===== config.mk =====
export PLATFORM = sky130hd
export DESIGN_NAME = router_node
export DESIGN_NICKNAME = d
export VERILOG_FILES = /design/src/router_pkg.sv /design/src/join_fsm.sv /design/src/neighbor_timer.sv /design/src/flit_decoder.sv /design/src/route_table.sv /design/src/flit_steer.sv /design/src/router_node.sv
export VERILOG_INCLUDE_DIRS = /design/src
export SDC_FILE = /design/constraint.sdc
export NUM_CORES = 1
export LEC_CHECK = 0
export BUFFER_PORTS_ARGS = -buffer_cell sky130_fd_sc_hd__buf_2
export CELL_PAD_IN_SITES_DETAIL_PLACEMENT = 1
export CELL_PAD_IN_SITES_GLOBAL_PLACEMENT = 1
export CORE_ASPECT_RATIO = 1.5
export CORE_UTILIZATION = 43
export DETAILED_ROUTE_END_ITERATION = 16
export GPL_TIMING_DRIVEN = 0
export PLACE_DENSITY_LB_ADDON = 0.1
export SLEW_MARGIN = 20
export SYNTH_ARGS = -nofsm -noshare
export SYNTH_HDL_FRONTEND = slang
export SYNTH_HIERARCHICAL = 1
export SYNTH_SLANG_ARGS = --single-unit

===== constraint.sdc =====
create_clock -name nocclk -period 3 [get_ports nocclk]
set_clock_uncertainty 0.15 [all_clocks]
set_input_delay 0.3 -clock nocclk [delete_from_list [all_inputs] [get_ports nocclk]]
set_output_delay 0.3 -clock nocclk [all_outputs]
set_load 0.01 [all_outputs]

===== src/router_macros.svh =====
`ifndef ROUTER_MACROS_SVH
`define ROUTER_MACROS_SVH

// widths
`define ROUTER_NODE_ID_W 4
`define ROUTER_PAYLOAD_W 16

// table sizes
`define ROUTER_TABLE_DEPTH 16
`define ROUTER_NUM_NEIGHBORS 4

// neighbor expiry
`define ROUTER_EXPIRE_CYCLES 64
`define ROUTER_EXPIRE_W 7

// reserved ids
`define ROUTER_ROOT_ID 0
`define ROUTER_UNASSIGNED_ID 15

`endif


===== src/router_pkg.sv =====
`include "router_macros.svh"

package router_pkg;

    typedef logic [`ROUTER_NODE_ID_W-1:0] node_id_t;
    typedef logic [`ROUTER_PAYLOAD_W-1:0] payload_t;
    typedef logic [`ROUTER_EXPIRE_W-1:0] expire_cnt_t;

    typedef logic [1:0] flit_kind_t;

    localparam flit_kind_t FLIT_DATA      = 2'd0;
    localparam flit_kind_t FLIT_JOIN_REQ  = 2'd1;
    localparam flit_kind_t FLIT_JOIN_ACK  = 2'd2;
    localparam flit_kind_t FLIT_ROUTE_SET = 2'd3;

    // join ack carries the assigned id in the low payload bits
    // route set keys the table on dst with the next hop in the low payload bits
    typedef struct packed {
        flit_kind_t kind;
        node_id_t   src;
        node_id_t   dst;
        payload_t   payload;
    } flit_t;

    typedef struct packed {
        flit_t    flit;
        logic     is_data;
        logic     is_self;
        logic     is_join_ack;
        logic     is_route_set;
        node_id_t hop;
    } decoded_t;

    typedef enum logic [1:0] {
        JOIN_INIT,
        JOIN_SEND_REQ,
        JOIN_WAIT_ACK,
        JOIN_NORMAL
    } join_state_t;

endpackage


===== src/join_fsm.sv =====
`timescale 1ns/1ps
`include "router_macros.svh"

module join_fsm (
    input  logic                     nocclk,
    input  logic                     rst_n,
    input  router_pkg::decoded_t     dec,
    input  logic                     dec_take,
    input  logic                     join_req_taken,
    output logic                     join_req,
    output logic                     joined,
    output router_pkg::node_id_t     this_node_id,
    output router_pkg::node_id_t     parent_id,
    output router_pkg::join_state_t  join_state
);

    import router_pkg::*;

    join_state_t state;
    node_id_t    node_id_q;
    node_id_t    parent_q;
    logic        ack_take;

    always_comb begin
        ack_take = dec_take && dec.is_join_ack;
        join_req = (state == JOIN_SEND_REQ);
        joined = (state == JOIN_NORMAL);
        this_node_id = node_id_q;
        parent_id = parent_q;
        join_state = state;
    end

    always_ff @(posedge nocclk) begin
        if (!rst_n) begin
            state <= JOIN_INIT;
            node_id_q <= node_id_t'(`ROUTER_UNASSIGNED_ID);
            parent_q <= node_id_t'(`ROUTER_ROOT_ID);
        end else begin
            case (state)
                JOIN_INIT: begin
                    state <= JOIN_SEND_REQ;
                end
                JOIN_SEND_REQ: begin
                    // request sits in the output register now
                    if (join_req_taken) begin
                        state <= JOIN_WAIT_ACK;
                    end
                end
                JOIN_WAIT_ACK: begin
                    if (ack_take) begin
                        state <= JOIN_NORMAL;
                        node_id_q <= dec.hop;
                        parent_q <= dec.flit.src;
                    end
                end
                JOIN_NORMAL: begin
                end
                default: begin
                    state <= JOIN_INIT;
                end
            endcase
        end
    end

endmodule


===== src/neighbor_timer.sv =====
`timescale 1ns/1ps
`include "router_macros.svh"

module neighbor_timer (
    input  logic                 nocclk,
    input  logic                 rst_n,
    input  logic                 reg_valid,
    input  router_pkg::node_id_t reg_id,
    input  logic                 heard_valid,
    input  router_pkg::node_id_t heard_node_id,
    output logic                 expire_valid,
    output router_pkg::node_id_t expire_id
);

    import router_pkg::*;

    localparam int NUM = `ROUTER_NUM_NEIGHBORS;
    localparam int IDX_W = $clog2(NUM);
    localparam expire_cnt_t EXPIRE_AT = expire_cnt_t'(`ROUTER_EXPIRE_CYCLES);

    node_id_t         slot_id [NUM];
    expire_cnt_t      slot_cnt [NUM];
    logic [NUM-1:0]   slot_valid;
    logic [NUM-1:0]   refresh;
    logic [NUM-1:0]   reg_hit;
    logic             free_found;
    logic [IDX_W-1:0] free_idx;
    logic             exp_found;
    logic [IDX_W-1:0] exp_idx;

    always_comb begin
        free_found = 1'b0;
        free_idx = '0;
        exp_found = 1'b0;
        exp_idx = '0;
        for (int i = 0; i < NUM; i++) begin
            reg_hit[i] = slot_valid[i] && reg_valid && (slot_id[i] == reg_id);
            refresh[i] = reg_hit[i] ||
                         (slot_valid[i] && heard_valid && (slot_id[i] == heard_node_id));
            if (!slot_valid[i] && !free_found) begin
                free_found = 1'b1;
                free_idx = IDX_W'(i);
            end
            // one expiry per cycle while the rest wait saturated
            if (slot_valid[i] && !refresh[i] && slot_cnt[i] == EXPIRE_AT && !exp_found) begin
                exp_found = 1'b1;
                exp_idx = IDX_W'(i);
            end
        end
    end

    always_ff @(posedge nocclk) begin
        if (!rst_n) begin
            slot_valid <= '0;
            expire_valid <= 1'b0;
            expire_id <= '0;
        end else begin
            expire_valid <= exp_found;
            expire_id <= slot_id[exp_idx];
            if (exp_found) begin
                slot_valid[exp_idx] <= 1'b0;
            end
            if (reg_valid && !(|reg_hit) && free_found) begin
                slot_valid[free_idx] <= 1'b1;
            end
        end
    end

    ////////////////////////////////////////
    // slot payload and counters

    always_ff @(posedge nocclk) begin
        for (int i = 0; i < NUM; i++) begin
            if (refresh[i]) begin
                slot_cnt[i] <= '0;
            end else if (slot_cnt[i] != EXPIRE_AT) begin
                slot_cnt[i] <= slot_cnt[i] + 1'b1;
            end
        end
        if (reg_valid && !(|reg_hit) && free_found) begin
            slot_id[free_idx] <= reg_id;
            slot_cnt[free_idx] <= '0;
        end
    end

endmodule


===== src/flit_decoder.sv =====
`timescale 1ns/1ps
`include "router_macros.svh"

module flit_decoder (
    input  logic                 nocclk,
    input  logic                 rst_n,
    input  router_pkg::flit_t    in_flit,
    input  logic                 in_flit_valid,
    input  logic                 accept_en,
    input  logic                 stage2_free,
    input  router_pkg::node_id_t this_node_id,
    output logic                 in_flit_ready,
    output router_pkg::decoded_t dec,
    output logic                 dec_valid,
    output logic                 dec_take
);

    import router_pkg::*;

    decoded_t dec_q;
    decoded_t dec_next;
    logic     advance;

    always_comb begin
        advance = !dec_valid || stage2_free;
        in_flit_ready = accept_en && advance;
        dec_take = dec_valid && stage2_free;
    end

    always_comb begin
        dec_next.flit = in_flit;
        dec_next.is_data = (in_flit.kind == FLIT_DATA);
        dec_next.is_self = 1'b0;
        dec_next.is_join_ack = (in_flit.kind == FLIT_JOIN_ACK);
        dec_next.is_route_set = (in_flit.kind == FLIT_ROUTE_SET);
        dec_next.hop = in_flit.payload[`ROUTER_NODE_ID_W-1:0];
    end

    always_ff @(posedge nocclk) begin
        if (!rst_n) begin
            dec_valid <= 1'b0;
        end else if (advance) begin
            dec_valid <= in_flit_valid && accept_en;
        end
    end

    always_ff @(posedge nocclk) begin
        if (in_flit_valid && in_flit_ready) begin
            dec_q <= dec_next;
        end
    end

    // compared late so an id taken from the flit just ahead still counts
    always_comb begin
        dec = dec_q;
        dec.is_self = dec_q.is_data && (dec_q.flit.dst == this_node_id);
    end

endmodule


===== src/route_table.sv =====
`timescale 1ns/1ps
`include "router_macros.svh"

module route_table (
    input  logic                 nocclk,
    input  logic                 rst_n,
    input  router_pkg::decoded_t dec,
    input  logic                 dec_take,
    input  logic                 expire_valid,
    input  router_pkg::node_id_t expire_id,
    output router_pkg::node_id_t next_hop,
    output logic                 next_hop_valid
);

    import router_pkg::*;

    localparam int DEPTH = `ROUTER_TABLE_DEPTH;

    node_id_t         hop_q [DEPTH];
    logic [DEPTH-1:0] valid_q;
    logic             wr_en;

    always_comb begin
        wr_en = dec_take && dec.is_route_set && !expire_valid;
        next_hop = hop_q[dec.flit.dst];
        next_hop_valid = valid_q[dec.flit.dst];
    end

    always_ff @(posedge nocclk) begin
        if (!rst_n) begin
            valid_q <= '0;
        end else if (expire_valid) begin
            // drop every route through the lost neighbor
            for (int i = 0; i < DEPTH; i++) begin
                if (valid_q[i] && hop_q[i] == expire_id) begin
                    valid_q[i] <= 1'b0;
                end
            end
        end else if (wr_en) begin
            valid_q[dec.flit.dst] <= 1'b1;
        end
    end

    always_ff @(posedge nocclk) begin
        if (wr_en) begin
            hop_q[dec.flit.dst] <= dec.hop;
        end
    end

endmodule


===== src/flit_steer.sv =====
`timescale 1ns/1ps
`include "router_macros.svh"

module flit_steer (
    input  logic                 nocclk,
    input  logic                 rst_n,
    input  router_pkg::decoded_t dec,
    input  logic                 dec_valid,
    input  router_pkg::node_id_t next_hop,
    input  logic                 next_hop_valid,
    input  router_pkg::node_id_t parent_id,
    input  logic                 joined,
    input  logic                 join_req,
    output logic                 join_req_taken,
    output logic                 stage2_free,
    output router_pkg::flit_t    cpu_flit,
    output logic                 cpu_flit_valid,
    input  logic                 cpu_flit_ready,
    output router_pkg::flit_t    fwd_flit,
    output router_pkg::node_id_t fwd_next_hop,
    output logic                 fwd_flit_valid,
    input  logic                 fwd_flit_ready
);

    import router_pkg::*;

    flit_t    out_flit;
    node_id_t out_hop;
    logic     out_valid;
    logic     out_to_cpu;
    logic     out_free;
    logic     load_data;
    flit_t    join_flit;

    always_comb begin
        out_free = !out_valid || (out_to_cpu ? cpu_flit_ready : fwd_flit_ready);
        join_req_taken = out_free && join_req;
        stage2_free = out_free && !join_req;
        // system flits and unjoined data just fall out of stage 1
        load_data = stage2_free && dec_valid && dec.is_data && joined;

        join_flit.kind = FLIT_JOIN_REQ;
        join_flit.src = node_id_t'(`ROUTER_UNASSIGNED_ID);
        join_flit.dst = node_id_t'(`ROUTER_ROOT_ID);
        join_flit.payload = '0;
    end

    always_ff @(posedge nocclk) begin
        if (!rst_n) begin
            out_valid <= 1'b0;
            out_to_cpu <= 1'b0;
        end else if (out_free) begin
            out_valid <= join_req || load_data;
            out_to_cpu <= !join_req && dec.is_self;
        end
    end

    always_ff @(posedge nocclk) begin
        if (join_req_taken) begin
            out_flit <= join_flit;
            out_hop <= node_id_t'(`ROUTER_ROOT_ID);
        end else if (load_data) begin
            out_flit <= dec.flit;
            out_hop <= next_hop_valid ? next_hop : parent_id;
        end
    end

    ////////////////////////////////////////
    // output split

    always_comb begin
        cpu_flit = out_flit;
        fwd_flit = out_flit;
        fwd_next_hop = out_hop;
        cpu_flit_valid = out_valid && out_to_cpu;
        fwd_flit_valid = out_valid && !out_to_cpu;
    end

endmodule


===== src/router_node.sv =====
`timescale 1ns/1ps

module router_node (
    input  logic                 nocclk,
    input  logic                 rst_n,
    input  router_pkg::flit_t    in_flit,
    input  logic                 in_flit_valid,
    output logic                 in_flit_ready,
    input  router_pkg::node_id_t heard_node_id,
    input  logic                 heard_valid,
    output router_pkg::flit_t    cpu_flit,
    output logic                 cpu_flit_valid,
    input  logic                 cpu_flit_ready,
    output router_pkg::flit_t    fwd_flit,
    output router_pkg::node_id_t fwd_next_hop,
    output logic                 fwd_flit_valid,
    input  logic                 fwd_flit_ready,
    output router_pkg::node_id_t this_node_id,
    output logic                 joined
);

    import router_pkg::*;

    decoded_t    dec;
    logic        dec_valid;
    logic        dec_take;
    logic        stage2_free;
    logic        accept_en;
    node_id_t    next_hop;
    logic        next_hop_valid;
    logic        join_req;
    logic        join_req_taken;
    node_id_t    parent_id;
    join_state_t join_state;
    logic        reg_valid;
    logic        expire_valid;
    node_id_t    expire_id;

    assign accept_en = (join_state == JOIN_WAIT_ACK) || (join_state == JOIN_NORMAL);
    assign reg_valid = dec_take && dec.is_route_set;

    ////////////////////////////////////////
    // stage 1

    flit_decoder flit_decoder0 (
        .nocclk(nocclk),
        .rst_n(rst_n),
        .in_flit(in_flit),
        .in_flit_valid(in_flit_valid),
        .accept_en(accept_en),
        .stage2_free(stage2_free),
        .this_node_id(this_node_id),
        .in_flit_ready(in_flit_ready),
        .dec(dec),
        .dec_valid(dec_valid),
        .dec_take(dec_take)
    );

    route_table route_table0 (
        .nocclk(nocclk),
        .rst_n(rst_n),
        .dec(dec),
        .dec_take(dec_take),
        .expire_valid(expire_valid),
        .expire_id(expire_id),
        .next_hop(next_hop),
        .next_hop_valid(next_hop_valid)
    );

    ////////////////////////////////////////
    // stage 2

    flit_steer flit_steer0 (
        .nocclk(nocclk),
        .rst_n(rst_n),
        .dec(dec),
        .dec_valid(dec_valid),
        .next_hop(next_hop),
        .next_hop_valid(next_hop_valid),
        .parent_id(parent_id),
        .joined(joined),
        .join_req(join_req),
        .join_req_taken(join_req_taken),
        .stage2_free(stage2_free),
        .cpu_flit(cpu_flit),
        .cpu_flit_valid(cpu_flit_valid),
        .cpu_flit_ready(cpu_flit_ready),
        .fwd_flit(fwd_flit),
        .fwd_next_hop(fwd_next_hop),
        .fwd_flit_valid(fwd_flit_valid),
        .fwd_flit_ready(fwd_flit_ready)
    );

    ////////////////////////////////////////
    // control

    join_fsm join_fsm0 (
        .nocclk(nocclk),
        .rst_n(rst_n),
        .dec(dec),
        .dec_take(dec_take),
        .join_req_taken(join_req_taken),
        .join_req(join_req),
        .joined(joined),
        .this_node_id(this_node_id),
        .parent_id(parent_id),
        .join_state(join_state)
    );

    neighbor_timer neighbor_timer0 (
        .nocclk(nocclk),
        .rst_n(rst_n),
        .reg_valid(reg_valid),
        .reg_id(dec.hop),
        .heard_valid(heard_valid),
        .heard_node_id(heard_node_id),
        .expire_valid(expire_valid),
        .expire_id(expire_id)
    );

endmodule


==> flow_summary.yaml <==
global_route:
  grt_usage_pct: 23.0
  grt_pass1_vias: 7489
  grt_first_pass_wirelength_um: 41100
  grt_max_degree: 30
  antenna_found_initial: 0
  gr-total-overflow: 0
critical_path:
  worstPathRequired_ns: 3.29
  critical_path_class: "reg2reg"
  worstSetupStartpointType: "register"
  worst-r2r-cell-count: 11
  crit_cells: 11
  worstReg2RegEnd: "neighbor_timer0/expire_id[1]"
  slowest_stage: "or4b_4"
  endpoint_kind: "register"
  critPathMaxStageDelay_ns: 0.61
  crit_family: "simple AND/OR/NAND/NOR gates"
  critPathMaxFanout: 5
  path_cells: "mux2i_4 > and2_4 > nor2_4 > and2_4 > and2_4 > o211ai_1 > or4b_4 > and4_4 > nor4b_4 > and2_1 > a221o_1"
  timing.rr.start: "flit_steer0/out_to_cpu"
  startpoint: "flit_steer0/out_to_cpu"
  cp_common_cell: "and2_4"
  cp_num_buf_inv: 0
  crit_arrival_ns: 3.25
  r2r_slack_ns: 0.04
  crit_path_end: "neighbor_timer0/expire_id[1]"
synthesis:
  synth.top_cell.area_share_pct: 33.7
  ys_seq_area_share_pct: 53.5
  synth_area_leader_cell: "edfxtp_1"
  synthArstFlopShare_pct: 0
  synthTopCellsByArea: "edfxtp_1, dfxtp_1, xor2_1"
  synth_common_cells: "edfxtp_1, dfxtp_1, xor2_1"
  yosys_warnings: 6
  synth_nets: 830
  ys.flop_type: "edfxtp_1"
  avgSynthCellArea_um2: 12.4
  syn-cell-area_um2: 9720
  ys_ff_latch: 205
  synth_most_common_cell: "edfxtp_1"
  ys_types: 87
  synth_edf_count: 109
  synthCells: 782
floorplan:
  design.die.area_um2: 23200
  initial_core_util_pct: 43.7
  io_pins: 100
  coreArea_um2: 22200
  die_h_um: 186
  rows: 67
  die_x_um: 125
cells_and_area:
  drive_gt1_share_pct: 30.3
  fin_util_pct: 53.5
  diodes: 0
  fin_nets: 1003
  design_area_um2: 11900
  multi_input_area_um2: 4040
  syn_to_final_growth_pct: 22.4
  num-fill-cells: 2300
  seq_area_um2: 5200
power_and_ir_drop:
  ir_drop_mv: 0.470
  powerDensity_nw_per_um2: 598
  p_leak_nw: 4.65
  finalPower_mw: 7.11
route:
  wl_um: 27300
  drtIter0Drc: 368
  drc_errors: 0
  post_drt_wl_per_cell_um: 21.9
  drtAntennaViolNets: 0
  first_pass_iters: 5
  num_vias: 6947
  routed_via_density: 5.57
sta:
  period_share_pct: 98.7
  slew_violations: 0
  post-route-min-period_ns: 2.96
  totalNegativeSetupSlack_ns: 0
  hold_viol: 0
  max_freq_mhz: 338
  relSlewSlack_pct: 41.8
  rsz0062_at_grt: "true"
  worst_slew_pin_slew_ns: 0.867
  finalSetupViolCount: 0
placed_design:
  gp_congestion: 0.846
  hpwl_um: 19000
  io_buffers: 99
  dpl_cell_area_um2: 10600
status:
  outcome: "complete, no violations"
clock_tree:
  numCtsBuffers: 22
  clkTransAtPathRegs_ns: 0.06
  cts_tree: "yes"
  clock_sinks: 205
  cts_max_level: 1
  cts_root_buf: "clkbuf_16"
  clockBufferDepth: 3
  clk_latency_ns: 0.52
min_path:
  hold_class: "in2reg"
run:
  drv_cap: 0
placed cells by master (no fill, tap or decap), drive strengths merged, types with 26 or more instances in the layout:
| cell type | count |
|---|---|
| buf | 180 |
| edfxtp | 109 |
| dfxtp | 96 |
| xor2 | 56 |
| xnor2 | 49 |
| nor2 | 48 |
| nand2 | 43 |
| clkbuf | 37 |
| dlygate4sd3 | 29 |
| nor3 | 27 |
| inv | 26 |
state kept, by name, indices dropped and copies added (netlist names), 16 cells and up:
signal	cells
flit_decoder0/dec	29
flit_steer0/cpu_flit	26
neighbor_timer0/slot_cnt	28
neighbor_timer0/slot_id	16
route_table0/hop_q	64
route_table0/valid_q	16
layer usage:
layer	up-vias	share of wire (%)	GRT usage, %
li1	3209	-	-
met1	3515	37	24.8
met2	162	56	45.4
met3	61	3.1	2.50
met4	0	3.2	8.72
met5	-	0	0
layout make-up:
cell class	instances	area share (%)
Buffer	69	4.08
Clock buffer	27	5.05
Clock inverter	13	1.10
Inverter	27	0.852
Multi-Input combinational cell	480	33.9
Sequential cell	205	43.8
Tap cell	276	2.90
Timing Repair Buffer	150	8.31
worst register-to-register path, delay by kind of cell, from the launching register on:
family             cells  cell delay (ns)
muxes                  1             0.19
AOI/OAI and AO/OA      2             0.22
DFF                    1             0.36
and+or+nand+nor        8             1.97
per-stage QoR:
stage	std cells	hold WS, ns	setup WS, ns
2_1_floorplan	782	0.249	-0.0292
3_3_place_gp	1157	0.296	-0.715
3_5_place_dp	1160	0.303	-0.785
4_1_cts	1240	0.197	0.00428
5_1_grt	1247	0.276	-0.0469
6_report	1247	0.252	0.0395
kinds of logic after synthesis:
family	synth area share, %
fa+ha+maj	1.55
buf+inv	6.09
simple gates	12.2
flops	53.5
compound gates	11.0
xor+xnor	9.47
mux	6.21
worst min-delay path by stage:
| stage | cells past startpoint | start | slack [ns] | to |
|---|---|---|---|---|
| global route | 5 | heard_valid | 0.28 | neighbor_timer0/slot_cnt[3][2] |
| detailed placement | 2 | join_fsm0/parent_id[0] | 0.30 | join_fsm0/parent_id[0] |
| CTS | 5 | heard_valid | 0.20 | neighbor_timer0/slot_valid[0] |
| global placement | 2 | join_fsm0/parent_id[1] | 0.30 | join_fsm0/parent_id[1] |
| finish | 4 | heard_valid | 0.25 | neighbor_timer0/slot_cnt[0][0] |
| floorplan | 0 | in_flit[2] | 0.25 | flit_decoder0/dec[10] |
report_power, final:
part | internal [mW] | total [mW] | switching (mW)
clock | 1.60 | 2.73 | 1.13
sequential | 3.15 | 3.33 | 0.177
combinational | 0.473 | 1.05 | 0.576
total | 5.23 | 7.11 | 1.88
repair_timing:
| item | CTS | global route |
|---|---|---|
| gates resized for setup | 16 | 13 |
| pin swaps | 6 | 9 |
| hold endpoints to repair | 32 | 0 |
| buffers inserted | 12 | 7 |
| hold buffers | 29 | 0 |
| setup endpoints to repair | 65 | 54 |
No activity file was read; power rests on OpenSTA's default activity.
